**config.mk**
```make
export PLATFORM = sky130hd
export DESIGN_NAME = xbar_route_top
export DESIGN_NICKNAME = d
export VERILOG_FILES = /design/src/hdl/addr_map_pkg.sv /design/src/hdl/route_pkg.sv /design/src/hdl/addr_map_regs.sv /design/src/hdl/addr_decode.sv /design/src/hdl/req_router.sv /design/src/hdl/xbar_route_top.sv
export SDC_FILE = /design/constraint.sdc
export NUM_CORES = 1
export LEC_CHECK = 0
export ABC_AREA = 1
export BUFFER_PORTS_ARGS = -buffer_cell sky130_fd_sc_hd__buf_2
export CORE_MARGIN = 1
export CORE_UTILIZATION = 54
export CTS_CLUSTER_DIAMETER = 60
export DETAILED_ROUTE_END_ITERATION = 8
export GPL_TIMING_DRIVEN = 1
export HOLD_SLACK_MARGIN = 0.12
export PLACE_DENSITY_LB_ADDON = 0.1
export SLEW_MARGIN = 10
export SYNTH_ARGS = -nofsm -noshare
export SYNTH_HDL_FRONTEND = slang
export SYNTH_HIERARCHICAL = 1
export SYNTH_SLANG_ARGS = --single-unit
```
**constraint.sdc**
```tcl
create_clock -name clk_i -period 1.9 [get_ports clk_i]
set_input_delay 0.285 -clock clk_i [delete_from_list [all_inputs] [get_ports clk_i]]
set_output_delay 0.285 -clock clk_i [all_outputs]
set_load 0.01 [all_outputs]
```
**src/hdl/addr_map_pkg.sv**
```systemverilog
/*
 * address map package
 * address width and type shared by the routing table, the decoder and the
 * request path, plus the opcode that selects which routing table field a
 * configuration write updates
 */

package addr_map_pkg;

  // width of request and rule addresses
  parameter int unsigned ADDR_W = 32;

  // one address, used for rule bounds and request addresses alike
  typedef logic [ADDR_W-1:0] addr_t;

  // bit of the config write data that carries the default-port enable
  parameter int unsigned DEFAULT_EN_BIT = 31;

  // field selector of a configuration write
  // start and end bound the rule window, end is exclusive
  // FIELD_PORT takes the target port from the low data bits
  // FIELD_DEFAULT ignores the rule index, the enable sits at DEFAULT_EN_BIT
  // and the default port in the low data bits
  typedef enum logic [1:0] {
    FIELD_START   = 2'd0,
    FIELD_END     = 2'd1,
    FIELD_PORT    = 2'd2,
    FIELD_DEFAULT = 2'd3
  } cfg_field_e;

endpackage : addr_map_pkg

```
**src/hdl/route_pkg.sv**
```systemverilog
/*
 * request path package
 * operation code and write data type carried from the request
 * input through the router to the target ports
 */

package route_pkg;

  // request operation, passed through to the selected port unchanged
  typedef enum logic {
    OP_READ  = 1'b0,
    OP_WRITE = 1'b1
  } req_op_e;

  // width of the write payload
  parameter int unsigned DATA_W = 32;

  // write payload, ignored by the router itself
  typedef logic [DATA_W-1:0] data_t;

endpackage : route_pkg

```
**src/hdl/addr_map_regs.sv**
```systemverilog
/*
 * address map registers
 * software-written routing table: per rule a start address, an end
 * address and a target port, plus one default port with its enable.
 * one field is written per config strobe, visible on the next cycle
 */

`timescale 1ns/1ps

module addr_map_regs #(
  parameter int unsigned NO_RULES = 4,
  parameter int unsigned NO_PORTS = 4,
  // index widths follow from the counts, kept at least one bit wide
  localparam int unsigned RULE_W = (NO_RULES > 1) ? $clog2(NO_RULES) : 1,
  localparam int unsigned PORT_W = (NO_PORTS > 1) ? $clog2(NO_PORTS) : 1
) (
  input  logic                                   clk_i,
  input  logic                                   arst_n_i,
  // config write strobe and its selectors
  input  logic                                   cfg_we_i,
  input  addr_map_pkg::cfg_field_e               cfg_field_i,
  input  logic [RULE_W-1:0]                      cfg_rule_i,
  input  addr_map_pkg::addr_t                    cfg_wdata_i,
  // flattened table towards the decoder, rule 0 in the low slice
  output logic [NO_RULES*addr_map_pkg::ADDR_W-1:0] rule_start_o,
  output logic [NO_RULES*addr_map_pkg::ADDR_W-1:0] rule_end_o,
  output logic [NO_RULES*PORT_W-1:0]             rule_port_o,
  output logic                                   default_en_o,
  output logic [PORT_W-1:0]                      default_port_o
);

  import addr_map_pkg::*;

  // rule storage
  addr_t             start_q [NO_RULES];
  addr_t             end_q   [NO_RULES];
  logic [PORT_W-1:0] port_q  [NO_RULES];

  // default route
  logic              default_en_q;
  logic [PORT_W-1:0] default_port_q;

  // rule index falls inside the table, matters when NO_RULES is not a power of two
  logic              rule_in_range;

  assign rule_in_range = (int'(cfg_rule_i) < NO_RULES);

  // all zero after reset: start == end means an empty window, so nothing matches
  always_ff @(posedge clk_i or negedge arst_n_i) begin
    if (!arst_n_i) begin
      for (int i = 0; i < NO_RULES; i++) begin
        start_q[i] <= '0;
        end_q[i]   <= '0;
        port_q[i]  <= '0;
      end
      default_en_q   <= 1'b0;
      default_port_q <= '0;
    end else if (cfg_we_i) begin
      case (cfg_field_i)
        FIELD_START: begin
          if (rule_in_range) start_q[cfg_rule_i] <= cfg_wdata_i;
        end
        FIELD_END: begin
          if (rule_in_range) end_q[cfg_rule_i] <= cfg_wdata_i;
        end
        FIELD_PORT: begin
          // upper data bits beyond the port index are dropped
          if (rule_in_range) port_q[cfg_rule_i] <= cfg_wdata_i[PORT_W-1:0];
        end
        FIELD_DEFAULT: begin
          // rule index plays no part here
          default_en_q   <= cfg_wdata_i[DEFAULT_EN_BIT];
          default_port_q <= cfg_wdata_i[PORT_W-1:0];
        end
      endcase
    end
  end

  // flatten the arrays for the decoder
  always_comb begin
    for (int i = 0; i < NO_RULES; i++) begin
      rule_start_o[i*ADDR_W +: ADDR_W] = start_q[i];
      rule_end_o[i*ADDR_W +: ADDR_W]   = end_q[i];
      rule_port_o[i*PORT_W +: PORT_W]  = port_q[i];
    end
  end

  assign default_en_o   = default_en_q;
  assign default_port_o = default_port_q;

endmodule : addr_map_regs

```
**src/hdl/addr_decode.sv**
```systemverilog
/*
 * address decoder
 * compares one address against every rule window [start, end)
 * the highest-index matching rule wins, unmapped addresses fall to the
 * default port when it is enabled and to a decode error otherwise
 */

`timescale 1ns/1ps

module addr_decode #(
  parameter int unsigned NO_RULES = 4,
  parameter int unsigned NO_PORTS = 4,
  localparam int unsigned PORT_W = (NO_PORTS > 1) ? $clog2(NO_PORTS) : 1
) (
  input  addr_map_pkg::addr_t                      addr_i,
  // flattened rule table, rule 0 in the low slice
  input  logic [NO_RULES*addr_map_pkg::ADDR_W-1:0] rule_start_i,
  input  logic [NO_RULES*addr_map_pkg::ADDR_W-1:0] rule_end_i,
  input  logic [NO_RULES*PORT_W-1:0]               rule_port_i,
  input  logic                                     default_en_i,
  input  logic [PORT_W-1:0]                        default_port_i,
  output logic [PORT_W-1:0]                        port_idx_o,
  // dec_valid_o: some rule matched
  // dec_error_o: nothing matched and no default route
  output logic                                     dec_valid_o,
  output logic                                     dec_error_o
);

  import addr_map_pkg::*;

  addr_t lo_bound;
  addr_t hi_bound;

  always_comb begin
    // fallback when no rule hits
    port_idx_o  = default_en_i ? default_port_i : '0;
    dec_valid_o = 1'b0;
    dec_error_o = ~default_en_i;
    lo_bound    = '0;
    hi_bound    = '0;
    // ascending scan, so a later hit overrides an earlier one
    for (int i = 0; i < NO_RULES; i++) begin
      lo_bound = rule_start_i[i*ADDR_W +: ADDR_W];
      hi_bound = rule_end_i[i*ADDR_W +: ADDR_W];
      if ((addr_i >= lo_bound) && (addr_i < hi_bound)) begin
        port_idx_o  = rule_port_i[i*PORT_W +: PORT_W];
        dec_valid_o = 1'b1;
        dec_error_o = 1'b0;
      end
    end
  end

endmodule : addr_decode

```
**src/hdl/req_router.sv**
```systemverilog
/*
 * request router
 * samples a request together with its decode result and, one cycle
 * later, raises a single port strobe or the error strobe. the registered
 * op, address and data are broadcast to all ports
 */

`timescale 1ns/1ps

module req_router #(
  parameter int unsigned NO_PORTS = 4,
  localparam int unsigned PORT_W = (NO_PORTS > 1) ? $clog2(NO_PORTS) : 1
) (
  input  logic                 clk_i,
  input  logic                 arst_n_i,
  // incoming request, single-cycle strobe
  input  logic                 req_valid_i,
  input  route_pkg::req_op_e   req_op_i,
  input  addr_map_pkg::addr_t  req_addr_i,
  input  route_pkg::data_t     req_wdata_i,
  // decode result for the current request address
  input  logic [PORT_W-1:0]    port_idx_i,
  input  logic                 dec_error_i,
  // port side, strobe bit picks the receiving port
  output logic [NO_PORTS-1:0]  port_valid_o,
  output route_pkg::req_op_e   port_op_o,
  output addr_map_pkg::addr_t  port_addr_o,
  output route_pkg::data_t     port_wdata_o,
  // decode error side
  output logic                 err_valid_o,
  output addr_map_pkg::addr_t  err_addr_o
);

  import addr_map_pkg::*;
  import route_pkg::*;

  // response qualifiers
  logic              valid_q;
  logic              error_q;

  // sampled request
  logic [PORT_W-1:0] idx_q;
  req_op_e           op_q;
  addr_t             addr_q;
  data_t             wdata_q;

  // decoded port select before gating
  logic [NO_PORTS-1:0] port_sel;

  // one response per request, exactly one cycle later
  always_ff @(posedge clk_i or negedge arst_n_i) begin
    if (!arst_n_i) begin
      valid_q <= 1'b0;
      error_q <= 1'b0;
    end else begin
      valid_q <= req_valid_i;
      error_q <= dec_error_i;
    end
  end

  // payload only moves with a request
  always_ff @(posedge clk_i) begin
    if (req_valid_i) begin
      idx_q   <= port_idx_i;
      op_q    <= req_op_i;
      addr_q  <= req_addr_i;
      wdata_q <= req_wdata_i;
    end
  end

  // index to one-hot
  always_comb begin
    for (int unsigned p = 0; p < NO_PORTS; p++) begin
      port_sel[p] = (idx_q == PORT_W'(p));
    end
  end

  assign port_valid_o = port_sel & {NO_PORTS{valid_q & ~error_q}};
  assign err_valid_o  = valid_q & error_q;

  assign port_op_o    = op_q;
  assign port_addr_o  = addr_q;
  assign port_wdata_o = wdata_q;
  assign err_addr_o   = addr_q;

endmodule : req_router

```
**src/hdl/xbar_route_top.sv**
```systemverilog
/*
 * crossbar routing stage top
 * ties the routing table registers, the address decoder and the
 * request router together and sets rule and port counts for all three
 */

`timescale 1ns/1ps

module xbar_route_top #(
  parameter int unsigned NO_RULES = 4,
  parameter int unsigned NO_PORTS = 4,
  localparam int unsigned RULE_W = (NO_RULES > 1) ? $clog2(NO_RULES) : 1,
  localparam int unsigned PORT_W = (NO_PORTS > 1) ? $clog2(NO_PORTS) : 1
) (
  input  logic                     clk_i,
  input  logic                     arst_n_i,
  // configuration
  input  logic                     cfg_we_i,
  input  addr_map_pkg::cfg_field_e cfg_field_i,
  input  logic [RULE_W-1:0]        cfg_rule_i,
  input  addr_map_pkg::addr_t      cfg_wdata_i,
  // requests
  input  logic                     req_valid_i,
  input  route_pkg::req_op_e       req_op_i,
  input  addr_map_pkg::addr_t      req_addr_i,
  input  route_pkg::data_t         req_wdata_i,
  // routed requests
  output logic [NO_PORTS-1:0]      port_valid_o,
  output route_pkg::req_op_e       port_op_o,
  output addr_map_pkg::addr_t      port_addr_o,
  output route_pkg::data_t         port_wdata_o,
  // decode errors
  output logic                     err_valid_o,
  output addr_map_pkg::addr_t      err_addr_o
);

  import addr_map_pkg::*;

  // table towards the decoder
  logic [NO_RULES*ADDR_W-1:0] rule_start;
  logic [NO_RULES*ADDR_W-1:0] rule_end;
  logic [NO_RULES*PORT_W-1:0] rule_port;
  logic                       default_en;
  logic [PORT_W-1:0]          default_port;

  // decode result towards the router
  logic [PORT_W-1:0]          port_idx;
  logic                       dec_error;

  addr_map_regs #(
    .NO_RULES (NO_RULES),
    .NO_PORTS (NO_PORTS)
  ) i_addr_map_regs (
    .clk_i          (clk_i),
    .arst_n_i       (arst_n_i),
    .cfg_we_i       (cfg_we_i),
    .cfg_field_i    (cfg_field_i),
    .cfg_rule_i     (cfg_rule_i),
    .cfg_wdata_i    (cfg_wdata_i),
    .rule_start_o   (rule_start),
    .rule_end_o     (rule_end),
    .rule_port_o    (rule_port),
    .default_en_o   (default_en),
    .default_port_o (default_port)
  );

  // route follows dec_error alone
  // dec_valid_o only tells a rule hit apart from the default route
  addr_decode #(
    .NO_RULES (NO_RULES),
    .NO_PORTS (NO_PORTS)
  ) i_addr_decode (
    .addr_i         (req_addr_i),
    .rule_start_i   (rule_start),
    .rule_end_i     (rule_end),
    .rule_port_i    (rule_port),
    .default_en_i   (default_en),
    .default_port_i (default_port),
    .port_idx_o     (port_idx),
    .dec_valid_o    (),
    .dec_error_o    (dec_error)
  );

  req_router #(
    .NO_PORTS (NO_PORTS)
  ) i_req_router (
    .clk_i        (clk_i),
    .arst_n_i     (arst_n_i),
    .req_valid_i  (req_valid_i),
    .req_op_i     (req_op_i),
    .req_addr_i   (req_addr_i),
    .req_wdata_i  (req_wdata_i),
    .port_idx_i   (port_idx),
    .dec_error_i  (dec_error),
    .port_valid_o (port_valid_o),
    .port_op_o    (port_op_o),
    .port_addr_o  (port_addr_o),
    .port_wdata_o (port_wdata_o),
    .err_valid_o  (err_valid_o),
    .err_addr_o   (err_addr_o)
  );

endmodule : xbar_route_top

```
==> metrics.md, run 1 <==
| Metric | Value |
|---|---|
| Dpl hpwl | `40500 µm` |
| Syn_area_per_cell | `8.193 µm²` |
| Most frequent cells after synthesis | `nand2_1, inv_1, dfrtp_1, ha_1, nand4_1` |
| Largest net degree at the start of global routing | `about 110` |
| Slowest-stage cell, CP | `dfrtp_1` |
| Fin crit period | `~2.1 ns` |
| Largest stage delay on the critical path | `0.36 ns` |
| Peak supply drop | `0.7524 mV` |
| Site Rows | `between 60 and 70` |
| Flop pwr share | `between 30% and 40%` |
| CTS Buf Count | `39` |
| Via density | `5.399` |
| Number of flops mapped to enable cells by yosys | `67` |
| RSZ-0062 raised after global routing | `yes` |
| Htree depth | `2` |
| Fin area | `24820 µm²` |
| Die Ht | `193.4 µm` |
| Outcome | `finished, violations left` |
| Slew HR | `between 50 and 60%` |
| Mapped Cells | `2415` |
| Routability Congestion | `around 0.93` |
| Skew final | `between 0.007 and 0.008 ns` |
| Ant. Diodes | `0` |
| Leak | `0.01315 µW` |
| GRT overflow | `0` |
| Critical path required time | `2.21 ns` |
| Num Clock Sinks | `336` |
| Pre-Repair DR Iteration Count | `9` |
| Arr. time, crit path | `~2.5 ns` |
| Port bufs | `between 200 and 250` |
| Power per cell area | `969.1 nW/µm²` |
| Clock transition at path regs | `0.06 ns` |
| Fin crit share | `112.8%` |
| Final WS setup | `-0.2434 ns` |
| Number of global-route vias before repair | `approximately 17000` |
| DIE WIDTH | `just under 200 µm` |
| Critical Path Start Type | `flip-flop` |
| Antenna-violating nets left | `0` |
| Post-DP Area | `roughly 22000 µm²` |
| Critical Path Fanout Max | `5` |
| Hold slack | `about 0.15 ns` |
| Syn_nets | `2772` |
| Final setup vio count | `3` |
| CP Capture Type | `flip-flop` |
| Slew @ Worst Pin | `just under 0.7 ns` |
| Max Clock Freq | `~0.47 GHz` |
| Die area | `between 30000 and 40000 µm²` |
| Ys flop type | `dfrtp_1` |
| Yosys warns | `6` |
| Clock buffer depth | `3` |
| Critical Path, Cell by Cell | `inv_2, ha_4, nand2_2, buf_6, nor3_4, buf_12, inv_2, nor4_4, nand2_1, nand3_4, nand2_1, inv_1, a21oi_2` |
| Area leader, netlist | `dfrtp_1` |
| Total of max-cap violations | `0` |
| Largest cells by area after synthesis | `dfrtp_1, nand2_1, ha_1` |
| CP delay by family, top | `simple AND/OR/NAND/NOR gates` |
| Psw | `approximately 7900 µW` |
| Violated checks | `DRC, setup timing` |
| Sw Share | `around 33%` |
| Root buf cell | `clkbuf_16` |
| Initial Util | `between 50% and 60%` |
| Synth async-reset ratio | `approximately 80%` |
| CORE AREA | `~36000 µm²` |
| # nets final | `approximately 3100` |
| DR DRC count | `25` |
| Initial antenna violation count | `1` |
| Drt initial violations | `between 1000 and 1500` |
| CTS tree | `done` |
| Area grow syn2layout | `25.43%` |
| Most common cell in the netlist | `nand2_1` |
| Gate power share | `29.0%` |
| Synth cell types | `36` |
| Seq/Total Area, Yosys | `between 40% and 50%` |
| Clock Latency Late Sink | `0.55 ns` |
| Via count | `~18000` |
| Worst min path class | `input pin to flip-flop` |
| DR WL/cell | `around 18 µm` |
| First-pass GRT wire length | `about 95000 µm` |
| Hold Violations, Final | `0` |
| Ratio of cells with drive above 1 in the final layout | `20.07%` |
| Ports | `around 210` |
| Post-synth top area share | `about 34%` |
| Internal | `approximately 16000 µW` |
| GRT Total Usage | `around a third` |
| Final Routed Wirelength | `approximately 60000 µm` |
| Critical path class | `flip-flop to flip-flop` |
| Slew Limit Fails | `0` |
| Mapped Area | `between 15000 and 20000 µm²` |
| Synth Register Bits | `between 300 and 400` |
| Setup_tns | `-0.6474 ns` |
| Clock power share | `31.9%` |
| CP Buf/Inv Count | `5` |
-- final timing paths --
check | startpoint | to | slack [ns] | depth (start not counted)
worst max register to register | i_addr_map_regs/rule_end_o[123] | i_req_router/idx_q[0] | -0.24 | 13
worst min-delay path | req_addr_i[8] | i_req_router/err_addr_o[8] | 0.15 | 2
min in group asynchronous | arst_n_i | i_addr_map_regs/rule_end_o[34] | 0.23 | 2
worst max-delay path | i_addr_map_regs/rule_end_o[123] | i_req_router/idx_q[0] | -0.24 | 13
worst min register to register | i_addr_map_regs/rule_start_o[66] | i_addr_map_regs/rule_start_o[66] | 0.47 | 2
max in group asynchronous | arst_n_i | i_addr_map_regs/rule_end_o[52] | 1.01 | 3
-- per-stage QoR --
step | std cells | total power (µW) | worst slack, ns | utilization, %
4_1_cts | 3259 | 23900 | -0.2134 | 68.41
5_1_grt | 3266 | 25600 | -0.3515 | 69.27
2_1_floorplan | 2415 | 13340 | 0.1097 | -
3_5_place_dp | 3093 | 15760 | -0.6289 | 61.44
6_report | 3266 | 24050 | -0.2434 | 69.27
3_3_place_gp | 3093 | 15480 | -0.6294 | 61.44
-- cells by family after synthesis --
| group | synth area share (%) |
|---|---|
| AOI/OAI and AO/OA | 5.078 |
| adders and majority gates | 15.94 |
| buffers and inverters | 9.732 |
| DFF | 44.19 |
| and+or+nand+nor | 25.07 |
-- layout by cell type, fill, tap and decap left out, drive strengths merged, types with 2 or more instances in the layout --
master,synthesis,routed
a211oi,2,2
a21oi,118,118
buf,69,372
bufinv,0,5
clkbuf,74,44
clkinv,1,16
clkinvlp,0,5
dfrtp,269,269
dlygate4sd3,0,91
edfxtp,67,67
ha,252,252
inv,325,326
nand2,893,893
nand3,39,39
nand4,148,148
nor2,75,75
nor3,14,14
nor4,2,2
o211ai,2,2
o21a,11,11
o21ai,42,42
o21bai,7,7
-- worst register-to-register path: cells and delay by family, from the launching register on --
| family | cells | cell delay [ns] |
|---|---|---|
| AO/OA/AOI/OAI | 1 | 0.05 |
| flip-flops | 1 | 0.36 |
| adder cells (fa/ha/maj) | 1 | 0.26 |
| AND/OR/NAND/NOR | 6 | 0.80 |
| buffers and inverters | 5 | 0.43 |
-- state kept, by name, indices dropped and copies added (netlist names) --
| signal | cells |
|---|---|
| i_addr_map_regs/rule_end_o | 128 |
| i_addr_map_regs/rule_start_o | 128 |
| i_req_router/err_addr_o | 32 |
| i_req_router/port_wdata_o | 32 |
| i_addr_map_regs/rule_port_o | 8 |
| i_addr_map_regs/default_port_o | 2 |
| i_req_router/idx_q | 2 |
| i_addr_map_regs/default_en_o | 1 |
| i_req_router/error_q | 1 |
| i_req_router/port_op_o | 1 |
| i_req_router/valid_q | 1 |
-- routing by layer --
layer	GRT usage, %	part of all wire, %
met1	45.22	44
met2	53.18	46
met3	4.324	6.5
met4	9.274	2.5
met5	0	0.018
-- power groups by stage --
stage / Combinational, µW / Clock, µW / Sequential, µW
2_1_floorplan: 3980 / 0 / 9360
3_3_place_gp: 6020 / 0 / 9450
3_5_place_dp: 6280 / 0 / 9480
4_1_cts: 6690 / 7840 / 9370
5_1_grt: 7930 / 8120 / 9540
6_report: 6980 / 7670 / 9400
-- final cells by class --
| class | instances | area (µm²) |
|---|---|---|
| Fill cell | 2903 | 11010 |
| Multi-Input combinational cell | 1610 | 9627 |
| Sequential cell | 336 | 8743 |
| Timing Repair Buffer | 463 | 3352 |
| Inverter | 326 | 1224 |
| Clock buffer | 44 | 1015 |
| Tap cell | 461 | 576.8 |
| Clock inverter | 26 | 281.5 |
-- what timing repair did --
action | in CTS | in global routing
setup endpoints to repair | 3 | 3
pin swaps | 18 | 38
hold buffers | 91 | 0
hold endpoints to repair | 596 | 0
buffers inserted | 5 | 7
resized for setup | 54 | 61
Note: power is estimated with default switching activity, not from simulation.
==> inputs of run 2 (changes only) <==
Settings changed: CORE_UTILIZATION 54 to 30.
==> metrics.md, run 2 (synthesis gave the netlist of run 1 again) <==
| Metric | Value |
|---|---|
| Outcome | `finished, violations left (unchanged)` |
| Violated checks | `setup timing (was DRC, setup timing)` |
| Critical path class | `flip-flop to flip-flop (unchanged)` |
| Worst R2R Setup Slack | `-0.24 ns (about the same)` |
| Slowest-stage cell, CP | `dfrtp_1 (unchanged)` |
| Via density | `4.598 (was 5.399)` |
| Slew Limit Fails | `0 (unchanged)` |
| Initial antenna violation count | `3 (was 1)` |
| CP delay by family, top | `simple AND/OR/NAND/NOR gates (unchanged)` |
| Initial Util | `30.53% (was 55.23%)` |
| DR WL/cell | `18.04 µm (was 18.27 µm)` |
| Final Routed Wirelength | `67010 µm (was 59680 µm)` |
| Power per cell area | `995.5 nW/µm² (was 969.1 nW/µm²)` |
| Path depth of the worst reg2reg path | `11 (was 13)` |
| Ports | `207 (unchanged)` |
| Critical Path Fanout Max | `5 (unchanged)` |
| First-pass GRT wire length | `102500 µm (was 95200 µm)` |
| # nets final | `3177 (was 3133)` |
| Clock Latency Late Sink | `0.59 ns (was 0.55 ns)` |
| Max Clock Freq | `0.4666 GHz (was 0.4665 GHz)` |
| # fillers | `6619 (was 2903)` |
| Skew final | `0.02280 ns (was 0.007802 ns)` |
| Slew HR | `63.11% (was 53.74%)` |
| Post-route insts no fill | `3714 (was 3266)` |
| Num Clock Sinks | `336 (unchanged)` |
| RSZ-0062 raised after global routing | `yes (unchanged)` |
| Total of max-cap violations | `0 (unchanged)` |
| Power, Total | `25860 µW (was 24050 µW)` |
| CORE AREA | `64810 µm² (was 35830 µm²)` |
| Number of global-route vias before repair | `17120 (was 17390)` |
| Largest stage delay on the critical path | `0.34 ns (was 0.36 ns)` |
| Worst min path class | `input pin to async pin (was input pin to flip-flop)` |
| Hold slack | `0.1454 ns (was 0.1545 ns)` |
| Final WS setup | `-0.2429 ns (was -0.2434 ns)` |
| Critical Path, Cell by Cell | `inv_1, ha_1, nand2_1, nor2_4, nand4_1, nor2_2, nand4_1, nand3_2, nand3_4, nor2_1, a21oi_2 (was inv_2, ha_4, nand2_2, buf_6, nor3_4, buf_12, inv_2, nor4_4, nand2_1, nand3_4, nand2_1, inv_1, a21oi_2)` |
| Fin crit share | `112.8% (about the same)` |
| CTS tree | `done (unchanged)` |
| Leak | `0.01350 µW (was 0.01315 µW)` |
| Routability Congestion | `0.8282 (was 0.9348)` |
| Die area | `66990 µm² (was 37410 µm²)` |
| CTS Buf Count | `47 (was 39)` |
| Critical path required time | `2.24 ns (was 2.21 ns)` |
| GRT overflow | `0 (unchanged)` |
| Area grow syn2layout | `31.30% (was 25.43%)` |
| Reg2reg start | `i_addr_map_regs/rule_start_o[127] (was i_addr_map_regs/rule_end_o[123])` |
| Site Rows | `93 (was 69)` |
| Critical Path Start Type | `flip-flop (unchanged)` |
| Most frequent cells in the layout | `nand2_1, inv_1, dfrtp_1 (unchanged)` |
| Final Core Density | `40.08% (was 69.27%)` |
| Final setup vio count | `3 (unchanged)` |
| Clock buffer depth | `3 (unchanged)` |
| Clock transition at path regs | `0.06 ns (about the same)` |
| Placed instance count | `3522 (was 3093)` |
| Antenna-violating nets left | `0 (unchanged)` |
| DIE WIDTH | `258.8 µm (was 193.4 µm)` |
| Port bufs | `206 (unchanged)` |
| Via count | `17080 (was 17630)` |
| Pre-Repair DR Iteration Count | `6 (was 9)` |
| Htree depth | `2 (unchanged)` |
| Arr. time, crit path | `2.49 ns (was 2.45 ns)` |
| Root buf cell | `clkbuf_16 (unchanged)` |
| Post-DP Area | `22860 µm² (was 22010 µm²)` |
| Drt initial violations | `1038 (was 1335)` |
| DR DRC count | `0 (was 25)` |
| CP Buf/Inv Count | `1 (was 5)` |
| CP Capture Type | `flip-flop (unchanged)` |
| Slew @ Worst Pin | `0.5509 ns (was 0.6909 ns)` |
| Fin area | `25980 µm² (was 24820 µm²)` |
| GRT Total Usage | `20.15% (was 32.49%)` |
| RR Endpoint | `i_req_router/idx_q[1] (was i_req_router/idx_q[0])` |
| Most common cell after layout, fill and taps aside | `nand2_1 (unchanged)` |
| Hold Violations, Final | `0 (unchanged)` |
| Ratio of cells with drive above 1 in the final layout | `20.78% (was 20.07%)` |
| Fin crit period | `2.143 ns (about the same)` |
| Largest net degree at the start of global routing | `93 (was 108)` |
| Cell repeated most along the worst path | `nand4_1` |
| Die Ht | `258.8 µm (was 193.4 µm)` |
| Peak supply drop | `0.6960 mV (was 0.7524 mV)` |
| Dpl hpwl | `47280 µm (was 40500 µm)` |
==> run 2: what timing repair did <==
action | in CTS | in global routing
setup endpoints to repair | 3 | 5
pin swaps | 18 | 35
buffers inserted | 2 | 8
hold endpoints to repair | 554 | 0
resized for setup | 31 | 67
hold buffers | 94 | 0
==> run 2: stage by stage <==
step | setup WS (ns) | TNS, ns
2_1_floorplan | 0.1097 | 0
3_3_place_gp | -0.6493 | -1.821
3_5_place_dp | -0.6723 | -1.890
4_1_cts | -0.2896 | -0.7362
5_1_grt | -0.3780 | -0.9994
6_report | -0.2429 | -0.6011
==> run 2: report_power, final <==
group / switching (µW) / leakage, µW / total, µW / internal (µW)
Sequential: 736 / 0.00407 / 9420 / 8680
Clock: 3530 / 0.000805 / 9360 / 5820
Combinational: 4050 / 0.00863 / 7090 / 3040
Total: 8320 / 0.0135 / 25900 / 17500
==> run 2: how the worst max path moves through the flow <==
stage                                      startpoint                     to  cells after the start
CTS                     i_addr_map_regs/rule_end_o[5]  i_req_router/idx_q[0]                     14
floorplan            i_addr_map_regs/rule_start_o[95]  i_req_router/idx_q[0]                     13
detailed placement                      req_addr_i[5]  i_req_router/idx_q[0]                     14
global route          i_addr_map_regs/rule_start_o[6]  i_req_router/idx_q[0]                     16
finish              i_addr_map_regs/rule_start_o[127]  i_req_router/idx_q[1]                     11
global placement                       req_addr_i[13]  i_req_router/idx_q[1]                     14
==> run 2: per-layer routing <==
layer / part of all wire, % / global-route usage [%]
met3: 3.6 / 2.846
met2: 47 / 33.21
met4: 2.3 / 5.276
met5: 0.025 / 0
met1: 47 / 27.57
==> run 2: layout make-up <==
type,count,area [µm²],share of cell area (%)
multi-input combinational,1610,9617,37.02
sequential,336,8743,33.66
timing repair buffer,499,3680,14.16
clock buffer,71,1411,5.433
inverter,326,1224,4.710
tap,855,1070,4.118
clock inverter,16,231.5,0.8910
antenna,1,2.502,0.009633
